**config.mk**
```make
export PLATFORM = sky130hd
export DESIGN_NAME = decodeBuffer
export DESIGN_NICKNAME = d
export VERILOG_FILES = /design/src/logic/fetchPkg.sv /design/src/logic/slotDecode.sv /design/src/logic/decodeBuffer.sv
export SDC_FILE = /design/constraint.sdc
export NUM_CORES = 1
export LEC_CHECK = 0
export BUFFER_PORTS_ARGS = -buffer_cell sky130_fd_sc_hd__buf_2
export CORE_AREA = 2 2 228 230
export DETAILED_ROUTE_END_ITERATION = 6
export DIE_AREA = 0 0 230 232
export REMOVE_ABC_BUFFERS = 1
export SYNTH_ARGS = -nofsm -noshare
export SYNTH_HDL_FRONTEND = slang
export SYNTH_HIERARCHICAL = 1
export SYNTH_SLANG_ARGS = --single-unit
```
**constraint.sdc**
```tcl
create_clock -name clk -period 3.45 [get_ports clk]
set_input_delay 0.5175 -clock clk [delete_from_list [all_inputs] [get_ports clk]]
set_output_delay 0.5175 -clock clk [all_outputs]
set_load 0.02 [all_outputs]
```
**src/logic/fetchPkg.sv**
```systemverilog
// ======================================================================
// shared types and constants for the fetch-to-decode stage
// bundle, slot, code-buffer, interrupt and decoded types
// unit codes, opcode, function and fault constants, NOP/interrupt words
// ======================================================================

package fetchPkg;

	// execution unit codes
	typedef logic [2:0] unit_t;
	localparam unit_t UnitBranch = 3'd0;
	localparam unit_t UnitInt    = 3'd1;
	localparam unit_t UnitFloat  = 3'd2;
	localparam unit_t UnitMem    = 3'd3;
	localparam unit_t UnitNone   = 3'd4;

	// 40-bit instruction slot, msb first
	typedef struct packed {
		logic [4:0] funct;
		logic [4:0] resvHi;
		logic [7:0] cause;
		logic [1:0] resvLo;
		logic [3:0] level;
		logic [5:0] rs1;
		logic [3:0] opcode;
		logic [5:0] low;
	} insn_t;

	// template in the top byte, slot 0 in the low bits
	typedef struct packed {
		logic [7:0]      templ;
		insn_t [2:0]     slots;
	} bundle_t;

	typedef struct packed {
		logic [1:0] fault;
		bundle_t    bundle;
	} fetch_t;

	typedef struct packed {
		logic [3:0] level;
		logic [3:0] mask;
		logic [7:0] cause;
	} irqReq_t;

	// execute code buffer entry
	typedef struct packed {
		logic       pad;
		logic [6:0] templ;
		insn_t      insn;
	} cbEntry_t;

	typedef struct packed {
		bundle_t          bundle;
		logic [2:0][7:0]  templ;
		insn_t [2:0]      insn;
	} decoded_t;

	localparam logic [3:0] OpBrk = 4'hF;
	localparam logic [3:0] OpRti = 4'hE;
	localparam logic [4:0] FnPfi = 5'h01;
	localparam logic [4:0] FnExec = 5'h02;

	// fault causes for tlb miss, execute protection and bus error
	localparam logic [7:0] FltTlb = 8'h81;
	localparam logic [7:0] FltExf = 8'h82;
	localparam logic [7:0] FltIbe = 8'h83;

	localparam insn_t NopInsn = insn_t'(40'h00_0000_03C0);

	// interrupt word: brk opcode with function 5'h10 plus level and cause
	function automatic insn_t mkIntInsn(input logic [3:0] level, input logic [7:0] cause);
		insn_t w;
		w = NopInsn;
		w.funct = 5'h10;
		w.cause = cause;
		w.level = level;
		return w;
	endfunction

endpackage

```
**src/logic/slotDecode.sv**
```systemverilog
// ======================================================================
// per-slot decode: template to unit lookup for one slot
// plus PFI and EXEC recognition on branch-unit slots
// ======================================================================

`timescale 1ns/1ps

module slotDecode #(
	parameter int Slot = 0
) (
	input  logic [6:0]      templ_i,
	input  fetchPkg::insn_t insn_i,
	output fetchPkg::unit_t unit_o,
	output logic            isPfi_o,
	output logic            isExec_o
);
	import fetchPkg::*;

	// templates below 64 pack two unit bits per slot
	// 7D and 7E are single-op bundles in slot 0
	always_comb begin
		if (templ_i[6] == 1'b0) begin
			unit_o = {1'b0, templ_i[2*Slot +: 2]};
		end else if (templ_i == 7'h7D) begin
			unit_o = (Slot == 0) ? UnitInt : UnitNone;
		end else if (templ_i == 7'h7E) begin
			unit_o = (Slot == 0) ? UnitFloat : UnitNone;
		end else begin
			unit_o = UnitNone;
		end
	end

	// only a branch slot can carry pfi or exec
	assign isPfi_o = (unit_o == UnitBranch)
		&& (insn_i.opcode == OpBrk)
		&& (insn_i.funct == FnPfi);

	assign isExec_o = (unit_o == UnitBranch)
		&& (insn_i.opcode == OpRti)
		&& (insn_i.funct == FnExec);

endmodule

```
**src/logic/decodeBuffer.sv**
```systemverilog
// ======================================================================
// decode buffer: interrupt, fault, PFI and EXEC substitution
// on the fetched bundle, then the registered decode stage
// ======================================================================

`timescale 1ns/1ps

module decodeBuffer #(
	parameter logic [7:0] BranchTemplate = 8'h00
) (
	input  logic                     clk,
	input  logic                     rst,
	input  fetchPkg::fetch_t         fetch_i,
	input  fetchPkg::irqReq_t        irqReq_i,
	input  logic                     intCommit_i,
	input  logic                     phit_i,
	input  logic                     nextBundle_i,
	input  fetchPkg::cbEntry_t [2:0] cbData_i,
	output logic [2:0][5:0]          cbAddr_o,
	output logic                     freeze_o,
	output fetchPkg::decoded_t       decoded_o
);
	import fetchPkg::*;

	localparam decoded_t ResetDecoded = '{
		bundle: '{templ: BranchTemplate, slots: {3{NopInsn}}},
		templ:  {3{BranchTemplate}},
		insn:   {3{NopInsn}}
	};

	unit_t [2:0] slotUnit;
	logic [2:0]  slotPfi;
	logic [2:0]  slotExec;
	logic        bundleFault;
	logic [7:0]  faultCause;
	insn_t       irqInsn;
	insn_t       faultInsn;
	decoded_t    preview;

	// ==================================================================
	// slot classification
	// ==================================================================

	for (genvar g = 0; g < 3; g++) begin : slotDec
		slotDecode #(
			.Slot(g)
		) uSlot (
			.templ_i (fetch_i.bundle.templ[6:0]),
			.insn_i  (fetch_i.bundle.slots[g]),
			.unit_o  (slotUnit[g]),
			.isPfi_o (slotPfi[g]),
			.isExec_o(slotExec[g])
		);

		// exec slots look up the code buffer at their own rs1
		assign cbAddr_o[g] = fetch_i.bundle.slots[g].rs1;
	end

	// ==================================================================
	// interrupt and fault words
	// ==================================================================

	// pc holds while a pending interrupt is not yet committed
	assign freeze_o = (irqReq_i.level > irqReq_i.mask) && !intCommit_i;

	// an all-zero bundle is treated as a bus error
	assign bundleFault = (fetch_i.fault != 2'd0) || (fetch_i.bundle == '0);

	always_comb begin
		case (fetch_i.fault)
			2'd1:    faultCause = FltTlb;
			2'd2:    faultCause = FltExf;
			default: faultCause = FltIbe;
		endcase
	end

	assign irqInsn   = mkIntInsn(irqReq_i.level, irqReq_i.cause);
	assign faultInsn = mkIntInsn(4'h0, faultCause);

	// ==================================================================
	// preview bundle, rules applied in priority order
	// ==================================================================

	always_comb begin
		logic  takeIrq;
		insn_t subInsn;

		takeIrq = 1'b0;
		subInsn = freeze_o ? irqInsn : faultInsn;

		// default pass-through, bit 7 of the template reads as zero
		preview.bundle = fetch_i.bundle;
		for (int i = 0; i < 3; i++) begin
			preview.templ[i] = {1'b0, fetch_i.bundle.templ[6:0]};
			preview.insn[i]  = fetch_i.bundle.slots[i];
		end

		if (freeze_o || bundleFault) begin
			// whole bundle becomes three interrupt words
			preview.bundle.templ = BranchTemplate;
			for (int i = 0; i < 3; i++) begin
				preview.bundle.slots[i] = subInsn;
				preview.templ[i]        = BranchTemplate;
				preview.insn[i]         = subInsn;
			end
		end else begin
			for (int i = 0; i < 3; i++) begin
				if (takeIrq) begin
					// slots after the interrupting pfi are squashed
					preview.bundle.slots[i] = NopInsn;
					preview.insn[i]         = NopInsn;
				end else if (slotPfi[i] && irqReq_i.level == 4'h0) begin
					preview.bundle.slots[i] = NopInsn;
					preview.insn[i]         = NopInsn;
				end else if (slotPfi[i]) begin
					takeIrq                 = 1'b1;
					preview.bundle.slots[i] = irqInsn;
					preview.insn[i]         = irqInsn;
					// retemplate so the nop slots go to a branch unit
					if (i == 0) begin
						preview.bundle.templ = BranchTemplate;
						for (int j = 0; j < 3; j++) begin
							preview.templ[j] = BranchTemplate;
						end
					end else if (i == 1) begin
						preview.bundle.templ = {5'b0, slotUnit[0]};
						for (int j = 0; j < 3; j++) begin
							preview.templ[j] = {5'b0, slotUnit[0]};
						end
					end
				end else if (slotExec[i]) begin
					// bundle field keeps the exec word itself
					preview.templ[i] = {1'b0, cbData_i[i].templ};
					preview.insn[i]  = cbData_i[i].insn;
				end
			end
		end
	end

	// ==================================================================
	// decode stage register
	// ==================================================================

	// holds while the cache misses or decode stalls
	always_ff @(posedge clk) begin
		if (rst) begin
			decoded_o <= ResetDecoded;
		end else if (phit_i && nextBundle_i) begin
			decoded_o <= preview;
		end
	end

endmodule

```
Word level (Yosys, flattened, before mapping)

Cells that the tools add are included.
Widths: inputs -> output; s select.

Magnitude comparators: 1
Eq/ne operators: 16
Muxes and demuxes: 52
Reduce and logical (&&, ||, !) cells: 26

Operators by type and width:

| cell               | number |
|---|---|
| $mux 40            | 18 |
| $mux 272           | 1 |
| $logic_not 128->1  | 1 |
| $mux 8             | 14 |
| $mux 24            | 3 |
| $mux 56            | 1 |
| $mux 30            | 1 |
| $eq 4x4->1 const B | 6 |
| $logic_and 1x1->1  | 17 |
| $eq 5x1->1 const B | 3 |
| $eq 5x2->1 const B | 3 |
| $mux 3             | 5 |
| $eq 7x7->1 const B | 2 |
| $logic_not 3->1    | 3 |
| $mux 1             | 7 |
| $mux 7             | 1 |
| $gt 4x4->1         | 1 |
| $logic_not 4->1    | 1 |
| $pmux 2 s2         | 1 |
| $eq 2x1->1 const B | 1 |
| $eq 2x2->1 const B | 1 |
| $logic_or 1x1->1   | 2 |
| $reduce_bool 2->1  | 1 |
| $logic_not 1->1    | 1 |

Logic and storage cells: 147
Input bits: 295
Output and inout bits: 291
Register bits after elaboration: 272

Depth between registers and ports, before layout

Gate-level depths: netlist (run 1).

Word-level depth: 19
Depth in mapped cells: 11
Gate-level depth less buffers: 8

By module

Netlist (run 1), hierarchy kept.

By module, submodules not included:

| module                            | cells an instance | area each (um2) | times used | sequential area each (um2) |
|---|---|---|---|---|
| decodeBuffer                      | 1327              | 12107.9         | 1          | 5385.2 |
| slotDecode (slotDec[1].uSlot ...) | 9                 | 87.6            | 2          | 0.0 |
| slotDecode (slotDec[0].uSlot)     | 16                | 107.6           | 1          | 0.0 |

Worst setup path after synthesis (run 1)

No wires, ideal clock.

Path type: in2reg
From: input port fetch_i[38] in the netlist's numbering
To: register decoded_o[0] in the netlist's numbering
Arrival: 2.762 ns
Stages: 7
Buffers on the path: 3
Setup time: 0.123 ns
Path slack: 0.565 ns
Data required time: 3.327 ns
Cell sequence: or4b_4 > nor4_1 > clkbuf_1 > clkbuf_1 > clkbuf_1 > mux2i_1 > o21ai_0

Longest elaborated chain between the ends: 6
Elaborated cells between the ends (all ways): 12
Classes of those cells: eq/ne (2); mux (4); reduce/logical (6)

Ends and longest elaborated chain:

| element              | RTL line            | text |
|---|---|---|
| from (decl)          | decodeBuffer.sv:13  | `input fetchPkg::fetch_t fetch_i,` |
| $eq 5x2->1           | slotDecode.sv:40    | `&& (insn_i.funct == FnExec);` |
| $logic_and 1x1->1    | slotDecode.sv:40    |  |
| via slotExec[0]      | decodeBuffer.sv:33  | `logic [2:0] slotExec;` |
| $mux 40              | decodeBuffer.sv:131 | `end else if (slotExec[i]) begin` |
| $mux 40              | decodeBuffer.sv:115 | `end else if (slotPfi[i]) begin` |
| $mux 40              | decodeBuffer.sv:112 | `end else if (slotPfi[i] && irqReq_i.level == 4'h0) begin` |
| $mux 272             | decodeBuffer.sv:98  | `if (freeze_o \|\| bundleFault) begin` |
| to (signal assigned) | decodeBuffer.sv:147 | `decoded_o <= ResetDecoded;` |
| to (signal assigned) | decodeBuffer.sv:149 | `decoded_o <= preview;` |
| to (decl)            | decodeBuffer.sv:21  | `output fetchPkg::decoded_t decoded_o` |

The timed path passes the listed nets, and every way through them passes these cells.
A chain may end at the register's enable or synchronous reset.

Worst setup path in the final report (run 1)

From: input port fetch_i[70] in the netlist's numbering
To: register decoded_o[142] in the netlist's numbering

Longest elaborated chain between the ends: 4

Ends and longest elaborated chain:

| element           | RTL line           | text |
|---|---|---|
| $logic_not 128->1 | decodeBuffer.sv:67 | `assign bundleFault = (fetch_i.fault != 2'd0) \|\| (fetch_i.bundle == '0);` |
| $logic_or 1x1->1  | decodeBuffer.sv:67 |  |
| $logic_or 1x1->1  | decodeBuffer.sv:98 |  |
| $mux 272          | decodeBuffer.sv:98 |  |

Every way passes these cells.

==> flow_summary.ini, run 1 <==
[placement]
gp_congestion = 0.927
hpwlAfterDp_um = 46900
dp_cells = 2552
io_buffers = 579

[clock_tree]
h-tree-depth = 2
cts_setup_buffers = 0
clk_pin_slew_ps = 60
cts_hold_buffers = 0
root_buffer = clkbuf_16
clk_latency_ps = 540
cts_tree = yes
cts_buffers = 34
clock_sinks = 269
cts_resized = 0
cts_buffer_depth = 3

[sta]
finalHoldViolCount = 0
whs_ps = 215
period_share_pct = 83.6
worst_pin_slew_ps = 1090
rsz0062_at_grt = false
min_period_ps = 2890
slew_violations = 0
slew_headroom_pct = 27.0
finalSetupViolCount = 0
fin_worst_skew_ps = 0
clock.fmax_mhz = 347

[route]
post_drt_via_cell_ratio = 5.00
drt-pass1-iter-count = 5
drt-total-wl_um = 61000
drc = 0
wire_per_inst_um = 23.3
ant_nets = 0
via_count = 13083
drt_iter0_drc = 985

[finish]
drive_gt1_share_pct = 39.4
largest_register = decoded_o
fin_cells = 2615
largest_reg_flops = 269
areaGrowthSynthToFinish_pct = 41.0
top_regs = decoded_o (269)
final_nets = 2207

[job]
maxCapViolations = 0

[global_routing]
grt_pass1_wl_um = 86500
grt_pass1_vias = 12612
grtUsageTotal_pct = 21.8
grt_max_degree = 87
grt_remaining_overflow = 0
antenna_found_initial = 8

[worst_setup_path]
reg2reg_to = decoded_o[201]$_SDFFE_PP0P_
path_cells = buf_2, nor4_1, buf_4, nand4_1, or4_4, o2111a_1, nand2_1, buf_4, o21ai_0
r2r_cells = 2
r2r_slack_ps = 2650
cpMostUsedCell = buf_4
startpoint_type = input pin
endpoint = decoded_o[142]$_SDFFE_PP0P_
critPathBufInv = 3
end_kind = flip-flop
cp_data_required_time_ps = 3860
worst-path-stages = 9
critPathLaunch = fetch_i[70]
cp_max_fo = 7
crit_family = simple AND/OR/NAND/NOR gates
crit_type = input pin to flip-flop
r2r_start = decoded_o[201]$_SDFFE_PP0P_
max_stage_delay_ps = 660
crit_slowest_cell = nor4_1
arrival_ps = 3300

[synthesis]
yosys_warnings = 6
syn-instance-count = 1355
syn_area_um2 = 12400
avgSynthCellArea_um2 = 9.11

[floorplan]
row_count = 83
die_area_um2 = 53400
core-area_um2 = 50900
fp.dieW_um = 230
die_y_um = 232
ioPinCount = 586
start_util_pct = 24.3

[power]
powerDensity_nw_per_um2 = 452
ir_drop_mv = 0.332
power.leakage_nw = 7.56
power_mw = 7.87

[worst_hold_path]
hold_path.class = input pin to flip-flop

[outcome]
status = completed
## cell type report
| type | count | area (µm²) |
|---|---|---|
| Antenna cell | 3 | 7.51 |
| Timing Repair Buffer | 651 | 3670 |
| Inverter | 25 | 93.8 |
| Multi-Input combinational cell | 927 | 6280 |
| Sequential cell | 269 | 5390 |
| Tap cell | 680 | 851 |
| Fill cell | 5363 | 33500 |
| Clock buffer | 50 | 1040 |
| Clock inverter | 10 | 90.1 |
## where the power goes
group | internal (mW) | total [mW] | switching [mW]
clock network | 2.18 | 3.66 | 1.47
registers | 3.19 | 3.24 | 0.0475
logic | 0.355 | 0.976 | 0.621
## stage by stage
stage	TNS, ps	util [%]	cell area [µm²]	setup WS, ps
after detailed placement	0	32.0	16300	68.6
after floorplan	-1048120	-	11700	-5360
after global routing	0	34.2	17400	520
final	0	34.2	17400	565
after global placement	0	32.0	16300	40.7
after CTS	0	34.2	17400	634
## cell usage in the layout, fill, tap and decap left out, types with 10 or more instances in the layout
cell,instances
o21ai_1,14
a22o_1,83
nand2_1,127
inv_1,25
nand3_1,17
dfxtp_1,269
buf_2,578
mux2i_1,132
a221oi_2,23
o2bb2ai_1,10
a21oi_1,79
o21ai_0,145
nor4_1,31
buf_12,18
nor2_1,80
o22ai_1,27
a22oi_1,13
buf_4,55
clkbuf_16,37
## metal layers
metal	share of wire, %	track usage (%)
met5	0.13	0
met1	44	28.4
met3	6.3	4.96
met2	48	36.2
met4	1.8	5.69
## how the worst min path moves through the flow
stage / start / end / cells past startpoint
2_1_floorplan: decoded_o[52]$_SDFFE_PP0P_ / decoded_o[52]$_SDFFE_PP0P_ / 2
3_3_place_gp: decoded_o[81]$_SDFFE_PP0P_ / decoded_o[81]$_SDFFE_PP0P_ / 2
3_5_place_dp: decoded_o[94]$_SDFFE_PP0P_ / decoded_o[94]$_SDFFE_PP0P_ / 2
4_1_cts: fetch_i[73] / decoded_o[217]$_SDFFE_PP0P_ / 2
5_1_grt: fetch_i[73] / decoded_o[217]$_SDFFE_PP0P_ / 2
6_report: fetch_i[70] / decoded_o[214]$_SDFFE_PP0P_ / 2
Power figures use the tool's default switching activity.
==> run 2, diff against run 1 <==
Clock period 3.45 ns to 2.8 ns, I/O delays scaled along.
==> flow_summary.ini, run 2 (same netlist as run 1, synthesis figures left out) <==
[outcome]
status = completed

[global_routing]
antenna_found_initial = 9
use_met3_pct = 3.89
use_met2_pct = 37.0
grt_pass1_vias = 13110
busiest_layer = met2
grt_max_degree = 91
grt_pass1_wl_um = 87900
grt_remaining_overflow = 0
grtUsageTotal_pct = 21.8
use_met1_pct = 28.9

[sta]
worst_pin_slew_ps = 1200
tns_ps = 0
min_period_ps = 2540
rsz0062_at_grt = false
clock.fmax_mhz = 394
slew_headroom_pct = 20.1
finalHoldViolCount = 0
period_share_pct = 90.7
fin_worst_skew_ps = 0
whs_ps = 75.7
finalSetupViolCount = 0
slew_violations = 0

[finish]
top_regs = decoded_o (269)
nFillCells = 5368
largest_register = decoded_o
areaGrowthSynthToFinish_pct = 47.6
final_cell_mix = 578 x buf_2, 269 x dfxtp_1, 159 x buf_4
multi_input_area_um2 = 6300
drive_gt1_share_pct = 42.7
seqCellArea_um2 = 5390
final_nets = 2315
largest_reg_flops = 269
final_common_cell = buf_2

[placement]
io_buffers = 579
gp_congestion = 0.937
hpwlAfterDp_um = 48400

[route]
drt_iter0_drc = 940
post_drt_via_cell_ratio = 4.90
drc = 0
drt-pass1-iter-count = 5
wire_per_inst_um = 22.5
drt-total-wl_um = 61300
via_count = 13359
ant_nets = 0

[worst_setup_path]
startpoint_type = input pin
r2r_slack_ps = 1950
end_kind = flip-flop
max_stage_delay_ps = 600
crit_slowest_cell = or4_4
cp_data_required_time_ps = 3250
crit_type = input pin to flip-flop
cp_max_fo = 8
arrival_ps = 2980
path_cells = buf_2, nor4_2, buf_4, nand4_1, or4_4, o2111a_1, buf_4, nand2_1, o21ai_0
cpMostUsedCell = buf_4
crit_family = simple AND/OR/NAND/NOR gates
critPathBufInv = 3

[clock_tree]
clk_pin_slew_ps = 60
root_buffer = clkbuf_16
cts_buffer_depth = 3
clk_latency_ps = 580
cts_hold_buffers = 0
cts_tree = yes
clock_sinks = 269
h-tree-depth = 1
cts_buffers = 31

[floorplan]
row_count = 83
die_area_um2 = 53400
core-area_um2 = 50900
fp.dieW_um = 230
die_y_um = 232
ioPinCount = 586
start_util_pct = 24.3

[power]
ir_drop_mv = 0.438
power.leakage_nw = 8.07
powerDensity_nw_per_um2 = 513

[worst_hold_path]
hold_path.class = input pin to flip-flop

[job]
maxCapViolations = 0
## run 2: changes by cell type in the layout (fill, tap and decap cells not counted)
| cell | before | now |
|---|---|---|
| nor4_1 | 31 | 28 |
| buf_12 | 18 | 25 |
| clkbuf_8 | 7 | 5 |
| clkbuf_16 | 37 | 31 |
| bufinv_16 | 1 | 2 |
| buf_4 | 55 | 159 |
| clkinvlp_4 | 2 | 1 |
| clkbuf_1 | 6 | 8 |
| inv_8 | 1 | 0 |
| diode_2 | 3 | 5 |
| clkinv_2 | 5 | 6 |
| clkinv_4 | 1 | 3 |
| nor4_2 | 3 | 6 |
## run 2: path summary, 6_finish.rpt
| path | endpoint | startpoint | cells past startpoint |
|---|---|---|---|
| max | decoded_o[131]$_SDFFE_PP0P_ | fetch_i[47] | 9 |
| min | decoded_o[164]$_SDFFE_PP0P_ | fetch_i[20] | 2 |
| max reg2reg | decoded_o[200]$_SDFFE_PP0P_ | decoded_o[200]$_SDFFE_PP0P_ | 2 |
| min reg2reg | decoded_o[34]$_SDFFE_PP0P_ | decoded_o[34]$_SDFFE_PP0P_ | 2 |
## run 2: per-layer routing
metal / vias up / routed length (µm)
li1: 6308 / -
met3: 69 / 3740
met5: - / 57
met1: 6497 / 26800
met4: 8 / 1030
met2: 477 / 29600
## run 2: what timing repair did
item,CTS,global route
gates cloned,0,0
buffers inserted,0,0
resized for setup,1,2
setup endpoints to repair,236,7
## run 2: area by class of cell
class	instances	share of cell area (%)
multi-input cells	927	34.6
flip-flops and latches	269	29.5
repair buffers	762	25.2
clock buffers	44	4.80
well taps	680	4.67
clock inverters	12	0.680
inverters	25	0.515
diodes	5	0.0686
## run 2: through the flow
step | power [mW] | util (%) | std cells | setup WS (ps) | cell area [µm²]
after floorplan | 4.55 | - | 1221 | -5910 | 11700
after global placement | 5.34 | 33.8 | 2663 | -766 | 17200
after detailed placement | 5.36 | 33.8 | 2663 | -807 | 17200
after CTS | 9.45 | 35.8 | 2719 | 96.9 | 18200
after global routing | 9.73 | 35.8 | 2722 | 69.1 | 18200
final | 9.35 | 35.8 | 2724 | 261 | 18200
## run 2: worst reg2reg max path: stages (launching register included)
cell and delay, ps:
dfxtp_1 320, a221oi_1 320, nor2_1 80
## run 2: power by group
group	switching (mW)	total (mW)	internal [mW]
Clock	1.73	4.08	2.35
Combinational	0.775	1.29	0.510
Sequential	0.0586	3.99	3.93
==> run 3, diff against run 2 <==
Settings changed: CELL_PAD_IN_SITES_DETAIL_PLACEMENT set to 1, CELL_PAD_IN_SITES_GLOBAL_PLACEMENT set to 1, CORE_AREA 2 2 228 230 to 2 2 225 227, DIE_AREA 0 0 230 232 to 0 0 227 229, PLACE_DENSITY_LB_ADDON set to 0.1.
Clock period 2.8 ns to 2.5 ns, I/O delays scaled along.
==> flow_summary.ini, run 3 (same netlist as run 1, synthesis figures left out) <==
[placement]
hpwlAfterDp_um = 51700
gp_congestion = 0.885
io_buffers = 579
place_area_um2 = 17800

[route]
drc = 0
top_layer_used = met5
drt-met1-wl_um = 28200
drt-pass1-iter-count = 4
drt_iter0_drc = 547
post_drt_via_cell_ratio = 4.87
wire_per_inst_um = 23.4
drt-total-wl_um = 65600
wl_met3_um = 4320
wl_met2_um = 30800
ant_nets = 0
via_count = 13655

[worst_hold_path]
whs_endpoint = decoded_o[188]$_SDFFE_PP0P_
hold_path.class = input pin to flip-flop
min-delay-start = fetch_i[44]
hold_path_depth = 2

[outcome]
status = completed

[finish]
top_regs = decoded_o (269)
areaGrowthSynthToFinish_pct = 54.3
largest_reg_flops = 269
final_nets = 2403
largest_register = decoded_o
final_common_cell = buf_2
final_cell_mix = 578 x buf_2, 269 x dfxtp_1, 244 x buf_4
fin_area_um2 = 19100
drive_gt1_share_pct = 45.6

[global_routing]
grtUsageTotal_pct = 24.6
grt_pass1_wl_um = 95200
grt_pass1_vias = 14436
grt_max_degree = 106
grt_remaining_overflow = 0
antenna_found_initial = 16

[sta]
finalSetupViolCount = 0
period_share_pct = 98.9
finalHoldViolCount = 0
worst_pin_slew_ps = 961
tns_ps = 0
fin_worst_skew_ps = 0
rsz0062_at_grt = false
slew_headroom_pct = 35.3
min_period_ps = 2470
clock.fmax_mhz = 404
slew_violations = 0

[power]
ir_drop_mv = 0.375
powerDensity_nw_per_um2 = 585
power.leakage_nw = 8.54

[clock_tree]
cts_buffer_depth = 3
root_buffer = clkbuf_16
cts_tree = yes
clk_pin_slew_ps = 50
h-tree-depth = 2
cts_buffers = 35
clk_latency_ps = 550
clock_sinks = 269
cts_hold_buffers = 0

[worst_setup_path]
crit_type = input pin to flip-flop
reg2reg_to = decoded_o[160]$_SDFFE_PP0P_
arrival_ps = 2910
r2r_start = decoded_o[160]$_SDFFE_PP0P_
r2r_cells = 2
r2r_slack_ps = 1700
end_kind = flip-flop
cp_max_fo = 19
startpoint_type = input pin
cp_data_required_time_ps = 2940

[job]
maxCapViolations = 0

[floorplan]
die_area_um2 = 52000
row_count = 82
core-area_um2 = 49700
start_util_pct = 24.9
fp.dieW_um = 227
ioPinCount = 586
die_y_um = 229
run 3: power breakdown:
part / switching, mW / total (mW) / leakage (nW) / internal (mW)
logic: 0.909 / 1.55 / 5.81 / 0.643
clock network: 2.08 / 5.12 / 0.555 / 3.05
registers: 0.0642 / 4.47 / 2.18 / 4.40
run 3: critical path, stage by stage:
cell and delay, ps:
buf_2 110, nor4_1 820, nand4_1 150, or4_4 480, buf_4 170, o2111ai_4 200
buf_12 160, nor3_4 70, buf_12 170, a22o_1 190
run 3: metal layers:
| layer | vias to the layer above | GRT usage (%) |
|---|---|---|
| met3 | 112 | 6.66 |
| met4 | 16 | 8.56 |
| li1 | 6480 | - |
| met1 | 6662 | 30.5 |
| met5 | - | 0 |
| met2 | 385 | 40.9 |
run 3: how the worst max path moves through the flow:
stage                           start                           to  slack [ps]  cells after the start
after floorplan           fetch_i[38]   decoded_o[39]$_SDFFE_PP0P_       -6170                      5
after global placement    fetch_i[70]  decoded_o[199]$_SDFFE_PP0P_        -800                     11
after detailed placement  fetch_i[70]  decoded_o[214]$_SDFFE_PP0P_        -860                     11
after CTS                 fetch_i[53]  decoded_o[131]$_SDFFE_PP0P_           3                      9
after global routing       fetch_i[1]  decoded_o[158]$_SDFFE_PP0P_          10                     12
final                     fetch_i[51]  decoded_o[214]$_SDFFE_PP0P_          30                     10
run 3: timing repair:
action                     CTS  global route
buffers inserted             0             0
pin swaps                    0             1
setup endpoints to repair  269           150
gates resized for setup      4            12
run 3: final cells by class:
type                            instances  area [µm²]
Antenna cell                            8        20.0
Clock buffer                           51        1030
Clock inverter                          7         100
Fill cell                            5954       30600
Inverter                               25        93.8
Multi-Input combinational cell        927        6380
Sequential cell                       269        5390
Tap cell                              672         841
Timing Repair Buffer                  846        5200
run 3: per-stage QoR:
step / instances / total power, mW / worst slack [ps] / hold slack (ps) / util [%]
6_report: 2805 / 11.1 / 27.5 / 78.4 / 38.4
4_1_cts: 2797 / 11.3 / 2.94 / 45.6 / 38.2
3_5_place_dp: 2739 / 6.11 / -865 / 439 / 35.9
2_1_floorplan: 1221 / 5.09 / -6170 / 444 / -
5_1_grt: 2801 / 11.6 / 11.4 / 76.6 / 38.4
3_3_place_gp: 2739 / 6.08 / -798 / 431 / 35.9
